**src/dma_regs_pkg.sv**
```systemverilog
package dma_regs_pkg;

   // ========================================
   // AXI4-Lite channels
   // ========================================
   typedef struct packed {
      logic        aw_valid;
      logic [31:0] aw_addr;
      logic        w_valid;
      logic [31:0] w_data;
      logic [3:0]  w_strb;
      logic        b_ready;
      logic        ar_valid;
      logic [31:0] ar_addr;
      logic        r_ready;
   } axil_req_t;

   typedef struct packed {
      logic        aw_ready;
      logic        w_ready;
      logic        b_valid;
      logic [1:0]  b_resp;
      logic        ar_ready;
      logic        r_valid;
      logic [31:0] r_data;
      logic [1:0]  r_resp;
   } axil_rsp_t;

   // ========================================
   // Register map
   // ========================================
   localparam logic [31:0] reg_base_lo = 32'h00;
   localparam logic [31:0] reg_base_hi = 32'h04;
   localparam logic [31:0] reg_count   = 32'h08;
   localparam logic [31:0] reg_control = 32'h0C;
   localparam logic [31:0] reg_status  = 32'h10;

   typedef struct packed {
      logic [63:0] base;
      logic [15:0] count;    // Blocks per run
      logic        start;    // One-cycle pulse
   } dma_control_t;

   typedef struct packed {
      logic        busy;
      logic        done;
      logic [15:0] requested;
   } dma_status_t;

endpackage

```
**src/dma_pcie_pkg.sv**
```systemverilog
package dma_pcie_pkg;

   // ========================================
   // Reorder buffer geometry
   // ========================================
   localparam int block_slots     = 8;
   localparam int block_words     = 64;   // 64-bit words per block
   localparam int block_bytes     = 512;
   localparam int max_outstanding = 6;    // Requested but not yet drained

   // Upper field routes to the channel, lower field picks the RAM slot
   typedef struct packed {
      logic [4:0] channel;
      logic [2:0] slot;
   } tag_t;

   // ========================================
   // Transaction payloads
   // ========================================
   typedef struct packed {
      logic [63:0] address;   // Host byte address
      tag_t        tag;
      logic [9:0]  length;    // Dwords, always a full block
   } read_request_t;

   typedef struct packed {
      logic        valid;
      tag_t        tag;
      logic [5:0]  index;     // Word within the block
      logic [63:0] data;
   } completion_t;

endpackage
```
**src/read_request_engine.sv**
```systemverilog
`timescale 1ns/1ps

module read_request_engine
#(
   parameter logic [4:0] CHANNEL = 5'd0
)
(
   input  logic                        clock,
   input  logic                        reset,
   input  dma_regs_pkg::dma_control_t  control,
   output dma_regs_pkg::dma_status_t   status,
   input  logic                        slot_available,
   output logic                        slot_taken,
   output dma_pcie_pkg::read_request_t read_request,
   output logic                        read_request_valid,
   input  logic                        read_request_ready
);

   localparam int SLOT_BITS  = $clog2(dma_pcie_pkg::block_slots);
   localparam int BLOCK_BITS = $clog2(dma_pcie_pkg::block_bytes);

   logic [63:0] base_address;
   logic [15:0] block_count;
   logic [15:0] requested;
   logic        busy;
   logic        done;
   logic        transfer;
   logic        last_transfer;

   assign transfer      = read_request_valid && read_request_ready;
   assign last_transfer = transfer && (requested + 16'd1 == block_count);
   assign slot_taken    = transfer;

   // Payload follows the transfer count, so it holds while valid waits
   assign read_request.address     = base_address + (64'(requested) << BLOCK_BITS);
   assign read_request.tag.channel = CHANNEL;
   assign read_request.tag.slot    = requested[SLOT_BITS-1:0];
   assign read_request.length      = 10'(dma_pcie_pkg::block_bytes / 4);

   assign status.busy      = busy;
   assign status.done      = done;
   assign status.requested = requested;

   always_ff @(posedge clock)
   begin
      if (reset)
      begin
         busy               <= 1'b0;
         done               <= 1'b0;
         requested          <= '0;
         read_request_valid <= 1'b0;
      end
      else if (control.start)
      begin
         busy               <= control.count != 16'd0;
         done               <= control.count == 16'd0;   // Empty run finishes at once
         requested          <= '0;
         read_request_valid <= (control.count != 16'd0) && slot_available;
      end
      else if (busy)
      begin
         if (last_transfer)
         begin
            busy               <= 1'b0;
            done               <= 1'b1;
            read_request_valid <= 1'b0;
         end
         else if (transfer || !read_request_valid)
            read_request_valid <= slot_available;
         if (transfer)
            requested <= requested + 16'd1;
      end
   end

   always_ff @(posedge clock)
   begin
      if (control.start)
      begin
         base_address <= control.base;
         block_count  <= control.count;
      end
   end

endmodule

```
**config.mk**
```make
export PLATFORM = sky130hd
export DESIGN_NAME = read_request_engine
export DESIGN_NICKNAME = d
export VERILOG_FILES = /design/src/dma_regs_pkg.sv /design/src/dma_pcie_pkg.sv /design/src/read_request_engine.sv
export SDC_FILE = /design/constraint.sdc
export NUM_CORES = 1
export LEC_CHECK = 0
export BUFFER_PORTS_ARGS = -buffer_cell sky130_fd_sc_hd__buf_4
export CAP_MARGIN = 15
export CORE_MARGIN = 5
export CORE_UTILIZATION = 52
export DETAILED_ROUTE_END_ITERATION = 10
export PLACE_DENSITY = 0.93
export SYNTH_ARGS = -nofsm -noshare
export SYNTH_HDL_FRONTEND = slang
export SYNTH_SLANG_ARGS = --single-unit
```
**constraint.sdc**
```tcl
create_clock -name clock -period 3.7 [get_ports clock]
set_input_delay 0.925 -clock clock [delete_from_list [all_inputs] [get_ports clock]]
set_output_delay 0.925 -clock clock [all_outputs]
set_load 0.03 [all_outputs]
```
Word level (Yosys, flattened, before mapping)
Index checks and enable logic that the tools add are counted.
{ "classes": {"add_sub_neg": 2, "eq_ne": 1, "n_mux": 10, "reduce_logical": 14} }
{ "ops": {"columns": ["cell", "n"], "rows": [
  ["adder 64 x 25 -> 64 bit", 1],
  ["adder 16 x 1 -> 16 bit, second input constant", 1],
  ["== test 16 bit", 1],
  ["logical NOT 16 bit", 1],
  ["nonzero test 16 bit", 1],
  ["2-to-1 mux 1 bit", 10],
  ["AND reduction 2 bit", 3],
  ["nonzero test 2 bit", 2],
  ["logical AND 1 bit", 3],
  ["nonzero test 3 bit", 1],
  ["OR reduction 2 bit", 1],
  ["logical NOT 1 bit", 1],
  ["logical OR 1 bit", 1]
]} }
{ "totals": {"register_bits": 99, "output_inout_bits": 102} }

Depth between registers and ports, before layout
{ "logic_depth": {"depth_word": 6, "depth_mapped": 10} }

Worst setup path before layout
Ideal clock, no wire load.
{ "synth_path": {"path_type": "register to output", "from": "register requested[0]", "to": "output port read_request[79] (netlist name)", "arrival_ns": 3.184, "required_time_ns": 2.775, "setup_slack_ns": -0.409, "path_stages_with_launch": 11, "path_cell_list": "dfxtp_1 > ha_1 > inv_1 > fa_1 > nor2b_1 > o31a_1 > o221ai_4 > a2111oi_4 > buf_6 > o2111ai_2 > xnor2_1"} }
{ "synth_lines": {"columns": ["item", "line_no", "text"], "rows": [
  ["start, declared", "read_request_engine.sv:24", "logic [15:0] requested;"],
  ["start signal, assigned", "read_request_engine.sv:71", "requested <= requested + 16'd1;"],
  ["end, declared", "read_request_engine.sv:14", "output dma_pcie_pkg::read_request_t read_request,"]
]} }

==> run metrics <==
outcome finished, violations left; failing checks negative setup slack; Synth Instances 522; IO buf count ~170; leading cell type in the layout, fill and taps excluded buf_4; Lkg Pwr between 3 and 4 nW; first-pass GRT wire length about 27,000 microns; via count 5,205; initial antenna violation count 0; Clock Tree Buf Depth 2; CP Launch Type flip-flop; number of CTS-inserted buffers 9; Worst-Margin Slew approximately 0.56 ns; DRT Pass-1 Iters 6; Max Freq between 200 and 250 MHz; clock sinks 99; Crit Path Category flip-flop to output port; Slew Limit Fails 0; total power approximately 2.5 mW; Synth Flop Type edfxtp_1; Tcrit/Tclk final 112%; Post-synth EDFFs 80; FP Rows 38; GRT overflow 0; post-synthesis register bit count 99; critical path cell sequence ha_4 > inv_2 > fa_2 > nor2b_2 > o31a_1 > o221ai_4 > a2111oi_4 > buf_4 > buf_8 > o2111ai_4 > xnor2_2 > buf_6; register area share after synthesis around half; max-cap violations 0; worst vdd ir between 0.2 and 0.3 mV; Root Driver clkbuf_8; share of layout cells above drive strength 1 a little under half; Top-Level Pins roughly 190; H-tree lvl count 3; largest net degree at the start of global routing 46; CORE AREA approximately 11,000 sq um; Nets about 820; most frequent cells in the layout 187 x buf_4, 80 x edfxtp_1, 34 x xor2_1; Inst Count DP 823; Ys Warns 0; vias in the first global route slightly above 5,000; Cell variety after synth 62; Slew headroom a little over three fifths; setup violators final 34; die area roughly 13,000 sq um; clock latency on the worst-skew pair between 0.3 and 0.4 ns; number of remaining DRC errors 0; # fillers between 600 and 700; vias per cell between 6 and 7; Clock transition at path regs approximately 0.09 ns; Max stage delay on crit path approximately 0.4 ns; CP max-delay cell a2111oi_4; power density over the cells 306 nW/um^2; asr flop ratio synth 0%; Layout area overhead 44.1%; final setup TNS -7.99 ns; HP Class flip-flop to flip-flop; initial core utilization a little over half; Final Util 76.5%; CP required approximately 2.8 ns; Detail Route Antenna Nets 0; RD Place Congestion roughly 0.90; Syn Std Cell Area 5750 sq um; RSZ-0062 raised after global routing yes; syn_area_per_cell 11.0 sq um; # diodes 0; CTS tree done; GR Util All Layers between 20% and 30%; die height 115 microns; DRT iter0 DRCs 449; min Tclk post-route around 4.2 ns; Critical Path Sink Type output port; drt wl/cell approximately 22 microns; drt total wl between 15,000 and 20,000 microns; die width between 100 and 150 microns; Final HPWL DP roughly 13,000 microns; Cell Count, Final, Fillers Out 860; CP Max Fanout 5; Clock Skew just under 0.009 ns; Worst Path Arrival about 3.2 ns; DP Worst Slack 0.0000844 ns; final setup margin -0.450 ns; Hold Vio Cnt, Final 0
layer usage:
layer | routed length, microns | vias to the layer above | part of all wire [%] | global-route usage, %
met3 | 1490 | 96 | 7.9 | 5.42
met4 | 1160 | 0 | 6.1 | 14.6
met2 | 9490 | 304 | 50 | 43.1
li1 | - | 2303 | - | -
met1 | 6760 | 2502 | 36 | 31.0
met5 | 0 | - | 0 | 0
critical path: cells and delay by family, from the launching register on:
family	cells	cell delay (ns)
DFF	1	0.38
and+or+nand+nor	1	0.17
AOI/OAI and AO/OA	4	1.02
adders and majority gates	2	0.51
xor gates and xnor gates	1	0.24
buffers and inverters	4	0.55
state kept, by name, indices dropped and copies added (netlist names):
signal              count
base_address           64
block_count            16
requested              16
busy                    1
done                    1
read_request_valid      1
repair_timing:
action / CTS / global route
gates resized for setup: 53 / 70
pin swaps: 16 / 34
gates cloned: 4 / 1
setup endpoints to repair: 35 / 41
hold buffers: 0 / 0
buffers inserted: 9 / 10
final timing paths:
path	start	end	slack, ns	cells after the start
worst max-delay path	base_address[9]	read_request[65]	-0.45	12
worst min-delay path	requested[3]	requested[3]	0.58	2
worst min register to register	requested[3]	requested[3]	0.58	2
worst max register to register	requested[0]	read_request_valid	1.16	8
cell type report:
| type | count | area (sq um) | area share (%) |
|---|---|---|---|
| well taps | 140 | 175 | 2.11 |
| flip-flops and latches | 99 | 2790 | 33.7 |
| inverters | 12 | 45.0 | 0.543 |
| clock inverters | 3 | 20.0 | 0.241 |
| clock buffers | 13 | 160 | 1.93 |
| repair buffers | 215 | 1760 | 21.3 |
| multi-input cells | 378 | 3330 | 40.2 |
through the flow:
step	hold slack (ns)	cell area (sq um)
6_report	0.577	8290
5_1_grt	0.609	8290
4_1_cts	0.568	7880
3_5_place_dp	0.593	7310
3_3_place_gp	0.557	7310
2_1_floorplan	0.542	5990
power by group:
group | switching [mW] | internal [mW] | total, mW | leakage, nW
logic | 0.298 | 0.224 | 0.522 | 2.31
registers | 0.0688 | 1.28 | 1.35 | 0.939
clock network | 0.369 | 0.289 | 0.657 | 0.0935
cell usage after synthesis, types with 4 or more instances:
cell type	count	area [sq um]
xor2_1	36	315
buf_4	30	225
ha_1	17	213
and4_1	7	61.3
nand2b_1	5	31.3
nor3_1	16	80.1
o21ai_0	26	130
xnor2_1	42	368
a21oi_1	23	115
or3_1	8	50.1
nand2_1	26	97.6
inv_1	12	45.0
and3_1	8	50.1
o2111ai_1	10	87.6
clkbuf_1	7	26.3
edfxtp_1	80	2400
nor4_1	12	75.1
nand4_1	12	75.1
and2_1	6	37.5
nor2_1	27	101
buf_6	4	45.0
a21o_1	5	37.5
nand3_1	18	90.1
o211ai_1	6	45.0
dfxtp_1	19	380
kinds of logic after synthesis:
group,share of synthesized area (%)
buffers and inverters,6.35
muxes,0.174
adders and majority gates,4.05
xor gates and xnor gates,11.9
AOI/OAI and AO/OA,13.7
DFF,48.4
other,0.131
and+or+nand+nor,15.3
No activity file was read; power rests on OpenSTA's default activity.
