## config.mk

```make
export PLATFORM = sky130hd
export DESIGN_NAME = axil_dma_regs
export DESIGN_NICKNAME = d
export VERILOG_FILES = /design/src/dma_regs_pkg.sv /design/src/axil_dma_regs.sv
export SDC_FILE = /design/constraint.sdc
export NUM_CORES = 1
export LEC_CHECK = 0
export BUFFER_PORTS_ARGS = -buffer_cell sky130_fd_sc_hd__buf_4
export CAP_MARGIN = 20
export CORE_MARGIN = 2
export CORE_UTILIZATION = 55
export DETAILED_ROUTE_END_ITERATION = 8
export PLACE_DENSITY = 0.83
export SKIP_CTS_REPAIR_TIMING = 1
export SLEW_MARGIN = 20
export SYNTH_ARGS = -nofsm -noshare
export SYNTH_HDL_FRONTEND = slang
export SYNTH_SLANG_ARGS = --single-unit
```

## constraint.sdc

```tcl
create_clock -name clock -period 5.9 [get_ports clock]
set_clock_uncertainty 0.15 [all_clocks]
set_input_delay 1.77 -clock clock [delete_from_list [all_inputs] [get_ports clock]]
set_output_delay 1.77 -clock clock [all_outputs]
set_load 0.005 [all_outputs]
```

## src/dma_regs_pkg.sv

```systemverilog
package dma_regs_pkg;

   // ========================================
   // AXI4-Lite channels
   // ========================================
   typedef struct packed {
      logic        aw_valid;
      logic [31:0] aw_addr;
      logic        w_valid;
      logic [31:0] w_data;
      logic [3:0]  w_strb;
      logic        b_ready;
      logic        ar_valid;
      logic [31:0] ar_addr;
      logic        r_ready;
   } axil_req_t;

   typedef struct packed {
      logic        aw_ready;
      logic        w_ready;
      logic        b_valid;
      logic [1:0]  b_resp;
      logic        ar_ready;
      logic        r_valid;
      logic [31:0] r_data;
      logic [1:0]  r_resp;
   } axil_rsp_t;

   // ========================================
   // Register map
   // ========================================
   localparam logic [31:0] reg_base_lo = 32'h00;
   localparam logic [31:0] reg_base_hi = 32'h04;
   localparam logic [31:0] reg_count   = 32'h08;
   localparam logic [31:0] reg_control = 32'h0C;
   localparam logic [31:0] reg_status  = 32'h10;

   typedef struct packed {
      logic [63:0] base;
      logic [15:0] count;    // Blocks per run
      logic        start;    // One-cycle pulse
   } dma_control_t;

   typedef struct packed {
      logic        busy;
      logic        done;
      logic [15:0] requested;
   } dma_status_t;

endpackage

```

## src/axil_dma_regs.sv

```systemverilog
`timescale 1ns/1ps

module axil_dma_regs
(
   input  logic                       clock,
   input  logic                       reset,
   input  dma_regs_pkg::axil_req_t    s_axil_req,
   output dma_regs_pkg::axil_rsp_t    s_axil_rsp,
   output dma_regs_pkg::dma_control_t control,
   input  dma_regs_pkg::dma_status_t  status
);

   localparam logic [1:0] RESP_OKAY   = 2'b00;
   localparam logic [1:0] RESP_SLVERR = 2'b10;

   logic        aw_held, w_held;
   logic [31:0] aw_addr_q, w_data_q;
   logic [3:0]  w_strb_q;
   logic        aw_ready, w_ready, aw_take, w_take, do_write;
   logic [31:0] wr_addr, wr_data;
   logic [3:0]  wr_strb;
   logic        b_valid, r_valid;
   logic [1:0]  b_resp, r_resp;
   logic [31:0] r_data;
   logic [31:0] base_lo, base_hi, count_merged, read_data;
   logic [15:0] block_count;
   logic        start, read_hit;

   function automatic logic [31:0] apply_strobe(input logic [31:0] old_value,
                                                input logic [31:0] new_value,
                                                input logic [3:0]  strobe);
      logic [31:0] merged;
      merged = old_value;
      for (int i = 0; i < 4; i++)
         if (strobe[i])
            merged[8*i +: 8] = new_value[8*i +: 8];
      return merged;
   endfunction

   // ========================================
   // Write path
   // ========================================
   assign aw_ready = !aw_held && !b_valid;
   assign w_ready  = !w_held && !b_valid;
   assign aw_take  = s_axil_req.aw_valid && aw_ready;
   assign w_take   = s_axil_req.w_valid && w_ready;
   assign do_write = (aw_held || aw_take) && (w_held || w_take);   // Both halves present

   assign wr_addr      = aw_held ? aw_addr_q : s_axil_req.aw_addr;
   assign wr_data      = w_held ? w_data_q : s_axil_req.w_data;
   assign wr_strb      = w_held ? w_strb_q : s_axil_req.w_strb;
   assign count_merged = apply_strobe({16'd0, block_count}, wr_data, wr_strb);

   always_ff @(posedge clock)
   begin
      if (aw_take)
         aw_addr_q <= s_axil_req.aw_addr;
      if (w_take)
      begin
         w_data_q <= s_axil_req.w_data;
         w_strb_q <= s_axil_req.w_strb;
      end
   end

   // ========================================
   // Read path
   // ========================================
   always_comb
   begin
      read_hit  = 1'b1;
      read_data = '0;
      case (s_axil_req.ar_addr)
         dma_regs_pkg::reg_base_lo: read_data = base_lo;
         dma_regs_pkg::reg_base_hi: read_data = base_hi;
         dma_regs_pkg::reg_count:   read_data = {16'd0, block_count};
         dma_regs_pkg::reg_control: read_data = '0;   // Start is a pulse
         dma_regs_pkg::reg_status:
            read_data = {status.requested, 14'd0, status.done, status.busy};
         default:                   read_hit = 1'b0;
      endcase
   end

   always_ff @(posedge clock)
   begin
      if (reset)
      begin
         aw_held     <= 1'b0;
         w_held      <= 1'b0;
         b_valid     <= 1'b0;
         b_resp      <= RESP_OKAY;
         r_valid     <= 1'b0;
         r_resp      <= RESP_OKAY;
         start       <= 1'b0;
         base_lo     <= '0;
         base_hi     <= '0;
         block_count <= '0;
      end
      else
      begin
         start   <= 1'b0;
         aw_held <= (aw_held || aw_take) && !do_write;
         w_held  <= (w_held || w_take) && !do_write;
         if (do_write)
         begin
            b_valid <= 1'b1;
            b_resp  <= RESP_OKAY;
            case (wr_addr)
               dma_regs_pkg::reg_base_lo: base_lo <= apply_strobe(base_lo, wr_data, wr_strb);
               dma_regs_pkg::reg_base_hi: base_hi <= apply_strobe(base_hi, wr_data, wr_strb);
               dma_regs_pkg::reg_count:   block_count <= count_merged[15:0];
               dma_regs_pkg::reg_control: start <= wr_data[0] && wr_strb[0];
               dma_regs_pkg::reg_status:  ;   // Read only
               default:                   b_resp <= RESP_SLVERR;
            endcase
         end
         else if (b_valid && s_axil_req.b_ready)
            b_valid <= 1'b0;
         if (s_axil_req.ar_valid && !r_valid)
         begin
            r_valid <= 1'b1;
            r_resp  <= read_hit ? RESP_OKAY : RESP_SLVERR;
         end
         else if (r_valid && s_axil_req.r_ready)
            r_valid <= 1'b0;
      end
   end

   always_ff @(posedge clock)
   begin
      if (s_axil_req.ar_valid && !r_valid)
         r_data <= read_data;
   end

   always_comb
   begin
      s_axil_rsp.aw_ready = aw_ready;
      s_axil_rsp.w_ready  = w_ready;
      s_axil_rsp.b_valid  = b_valid;
      s_axil_rsp.b_resp   = b_resp;
      s_axil_rsp.ar_ready = !r_valid;   // One read in flight
      s_axil_rsp.r_valid  = r_valid;
      s_axil_rsp.r_data   = r_data;
      s_axil_rsp.r_resp   = r_resp;
   end

   assign control.base  = {base_hi, base_lo};
   assign control.count = block_count;
   assign control.start = start;

endmodule

```

**Word level (Yosys, flattened, before mapping)**

Index checks and enable logic that the tools add are counted.

- Mux-type cells: 11
- Bitwise gates (word level): 2
- Equality and inequality tests: 8
- $add $sub $neg: 0
- Divide/modulo/power cells: 0
- Shift operators: 0
- Magnitude comparators: 0
- Multipliers: 0
- Reduce and logical (&&, ||, !) cells: 35

Operators by type and width:

| operator | count |
|---|---|
| 32-bit by 4-bit == test with 1-bit output, second input constant | 4 |
| 32-bit one-hot mux with 4 select lines | 1 |
| 32-bit by 3-bit == test with 1-bit output, second input constant | 2 |
| 32-bit by 5-bit == test with 1-bit output, second input constant | 2 |
| 32-bit logical NOT | 2 |
| 32-bit 2-to-1 mux | 2 |
| 3-bit AND reduction | 10 |
| 1-bit logical AND | 11 |
| 5-bit OR reduction | 2 |
| 1-bit logical NOT | 5 |
| 1-bit 2-to-1 mux | 5 |
| 2-bit 2-to-1 mux | 2 |
| 4-bit 2-to-1 mux | 1 |
| 2-bit nonzero test | 2 |
| 3-bit OR reduction | 1 |
| 1-bit logical OR | 2 |
| 1-bit NOT | 2 |

- Memories kept: 0
- Word-level logic and storage cells: 77
- Register bits: 189
- RAM bits: 0
- Bits in latches: 0
- Memory bits (read-only): 0

**Logic depth before layout (Yosys ltp)**

- Depth after elaboration: 7
- Depth in mapped cells: 8

**Worst setup path before layout**

No wires, ideal clock.

- Kind: in2reg
- From: input s_axil_req[33] (netlist name)
- To: register r_data[0] (enable)
- Setup time: 428 ps
- Required time: 5322 ps
- Arrival time: 3280 ps
- Setup slack: 2042 ps
- Stages: 1
- Path buffers: 0
- Path through: nor2b_1

- Cells in the longest elaborated chain, start to end: 1

RTL lines:

| element | RTL line | text |
|---|---|---|
| start, declared | axil_dma_regs.sv:7 | `input dma_regs_pkg::axil_req_t s_axil_req,` |
| 1-bit logical AND | axil_dma_regs.sv:130 | `if (s_axil_req.ar_valid && !r_valid)` |
| end signal, assigned | axil_dma_regs.sv:131 | `r_data <= read_data;` |
| end, declared | axil_dma_regs.sv:24 | `logic [31:0] r_data;` |

Every way passes these cells.
A chain may end at the register's enable or synchronous reset.

**Final worst setup path**

- From: input s_axil_req[84] (netlist name)
- To: register base_lo[14]

- Cells in the longest elaborated chain, start to end: 3

RTL lines:

| element | RTL line | text |
|---|---|---|
| 32-bit 2-to-1 mux | axil_dma_regs.sv:49 | `assign wr_addr = aw_held ? aw_addr_q : s_axil_req.aw_addr;` |
| 32-bit logical NOT | axil_dma_regs.sv:107 | `case (wr_addr)` |
| 3-bit AND reduction (no source line) | n/a |  |
| end signal, assigned | axil_dma_regs.sv:108 | `dma_regs_pkg::reg_base_lo: base_lo <= apply_strobe(base_lo, wr_data, wr_strb);` |
| end, declared | axil_dma_regs.sv:25 | `logic [31:0] base_lo, base_hi, count_merged, read_data;` |

Every way passes these cells.

==> metrics.md <==
| Metric | Value |
|---|---|
| Status | finished clean |
| RSZ-0062 raised after global routing | false |
| Internal power | ~2.2 mW |
| Starting Density | 55.6% |
| Vias in the first global route | 6385 |
| Yosys warnings | 0 |
| Antenna cell count | 0 |
| Maximum resistive drop on vdd | 0.000200 V |
| Worst Hold Depth | 2 |
| Setup TNS Final | 0 ps |
| Tmin final | between 4000 and 5000 ps |
| Worst skew pair latency | ~430 ps |
| Multi-input gate area | between 2000 and 3000 µm² |
| Grt total ovfl | 0 |
| Flop pwr share | 51.7% |
| I/O pins | ~250 |
| Num rows | 44 |
| Worst-path clk slew | ~70 ps |
| Worst Setup SP | s_axil_req[84] |
| Timing endpoint of the critical path | base_lo[14] |
| Ys flop type | edfxtp_1 |
| Initial antenna violation count | 0 |
| WP data arrival | between 4000 and 5000 ps |
| Filler Cell Count | 970 |
| H-tree depth | 4 |
| Post-synth EDFFs | 100 |
| CTS Sinks | 187 |
| Cell taking the most area after synthesis | edfxtp_1 |
| Post-route DRC | 0 |
| Die height | 125 µm |
| CTS tree | yes |
| Num CTS Buffers | 17 |
| Wirelength, routed | 21.8 mm |
| Achievable Freq | approximately 240 MHz |
| Pwr/cell area | roughly 270 nW/µm² |
| Reg-to-reg endpoint | base_hi[16] |
| Pin count of the biggest net entering global routing | 95 |
| Worst Path Max Fanout | 19 |
| Lkg Pwr | between 4 and 5 nW |
| Clock power share | 40.3% |
| Final total power | between 2 and 3 mW |
| Most numerous cell in the Yosys netlist | edfxtp_1 |
| Global-route wire length before repair | approximately 35 mm |
| Drt first pass iters | 5 |
| Width of the die | 125 µm |
| Core area | about 14000 µm² |
| Switching Fraction | a little over a fifth |
| Worst rel slew slack | between 20 and 30% |
| Critical Path Source Type | primary input |
| Overall die area | 15500 µm² |
| Worst R2R Start | aw_held |
| Unique masters post-synth | between 50 and 60 |
| FF-to-FF setup slack | between 2000 and 3000 ps |
| Seq/Total Area, Yosys | between 50% and 60% |
| Final GP Congestion | just under 0.9 |
| Top cells by count, synth | edfxtp_1 (100), inv_1 (97), dfxtp_1 (87) |
| CP Data Required Time | around 6000 ps |
| Tightest Pin Transition | roughly 1000 ps |
| Area grow syn2layout | 31.6% |
| Sequential Area | approximately 4700 µm² |
| Via Count | 6309 |
| Max Slew Vio Count | 0 |
| Share of layout cells above drive strength 1 | 36.7% |
| Asr flop ratio synth | 0% |
| CTS root buffer | clkbuf_16 |
| Hold Fails Final Rpt | 0 |
| Post-Syn Area per Cell | about 12 µm² |
| DRT antenna net count | 0 |
| Via density | just under 6 |
| Worst hold path class | reg2reg |
| CTS Buffer Depth | 2 |
| Setup violations, final | 0 |
| Area of the mapped netlist | 7990 µm² |
| Critical path class | in2reg |
| Switch Pwr | a little over 0.6 mW |
| Starting DRT DRC Count | 617 |
| Combinational Power Share | 8.1% |
| Max-Cap Viols | 0 |
| Hpwl dp | between 15 and 20 mm |
| IO Port Bufs | approximately 240 |
| Critical Path Sink Type | flop |
| Final worst-path cycle share | 69.5% |
| Layout Nets | 1005 |
| Largest cells by area after synthesis | edfxtp_1 (38%), dfxtp_1 (22%), a221oi_1 (4.9%) |
| Post-DR wirelength/cell | between 20 and 25 µm |
| Synthesis-stage register bit count | 187 |
| Cells after Synth | ~650 |
| Global-route usage over all layers | 28.3% |
| Synth top area share | 37.6% |
| Cells on worst reg2reg path | 6 |
==> metal layers <==
| layer | part of all wire [%] | track usage, % | wire length, µm |
|---|---|---|---|
| met1 | 38 | 34.0 | 8270 |
| met2 | 52 | 49.4 | 11300 |
| met3 | 7.8 | 6.74 | 1690 |
| met4 | 2.2 | 10.6 | 485 |
| met5 | 0 | 0 | 0 |
==> power by group through the flow <==
stage                     combinational (mW)  sequential [mW]  clock, mW
after global placement                 0.216             1.47          0
after floorplan                        0.106             1.47          0
final                                  0.227             1.45       1.13
after detailed placement               0.225             1.48          0
after CTS                              0.226             1.45       1.14
after global routing                   0.246             1.45       1.19
==> stage by stage <==
| step | area [µm²] | hold slack [ps] | util, % | worst slack (ps) | std cells |
|---|---|---|---|---|---|
| after global placement | 9910 | 319 | 69.0 | 1440 | 1044 |
| after global routing | 10500 | 365 | 73.1 | 1660 | 1077 |
| final | 10500 | 349 | 73.1 | 1800 | 1077 |
| after detailed placement | 9910 | 328 | 69.0 | 1350 | 1044 |
| after CTS | 10500 | 349 | 73.1 | 1800 | 1076 |
| after floorplan | 7990 | 312 | - | 2040 | 650 |
==> critical path, stage by stage <==
cell and delay [ps]:
buf_4 110, nor4_1 280, nand3b_1 210, a21oi_2 650, o211a_1 800, buf_4 300, a221oi_1 80
==> cell usage in the layout (no fill, tap or decap), drive strengths merged, types with 2 or more instances in the layout <==
master and count:
o2111ai 7, nor2b 26, o211a 3, a221oi 57, buf 252, nand2 8, nor4 23, nand3 2
a21oi 5, nand2b 27, o22ai 2, o221ai 2, dfxtp 87, inv 100, nand4 4, mux2 3
clkinv 3, edfxtp 100, and2 2, o32a 2, clkbuf 24, a211oi 26, nor3b 2, o21ai 17
nor2 11, conb 2, mux2i 37, a22oi 17, a222oi 14, nor3 3, or2 9, o211ai 3
==> sequential cells by signal (all words and copies together), names as in the netlist <==
| signal | count |
|---|---|
| r_resp | 1 |
| base_lo | 32 |
| w_data_q | 32 |
| aw_addr_q | 32 |
| start | 1 |
| base_hi | 32 |
| aw_held | 1 |
| w_held | 1 |
| b_valid | 1 |
| block_count | 16 |
| w_strb_q | 4 |
| b_resp | 1 |
| r_data | 32 |
| r_valid | 1 |
==> logic make-up (layout without fill, tap and decap cells) <==
kind of cell	count (synthesis)	count (layout)	share of synthesized area, %
flops	187	187	59.4
compound gates	161	161	18.3
buf+inv	138	381	7.39
simple gates	122	122	9.84
mux	40	40	5.06
other cells	1	2	0.0469
==> area by class of cell <==
type,instances,share of cell area (%)
Clock inverter,8,0.738
Timing Repair Buffer,252,18.0
Inverter,97,3.46
Multi-Input combinational cell,325,25.5
Tap cell,184,2.19
Sequential cell,187,45.2
Clock buffer,24,4.88
==> how the worst min path moves through the flow <==
stage	start	slack, ps	end
2_1_floorplan	b_resp[1]	310	b_resp[1]
3_3_place_gp	base_lo[23]	320	base_lo[23]
3_5_place_dp	base_hi[9]	330	base_hi[9]
4_1_cts	base_hi[26]	350	base_hi[26]
5_1_grt	base_lo[23]	360	base_lo[23]
6_report	base_hi[13]	350	base_hi[13]
Note: power is estimated with default switching activity, not from simulation.
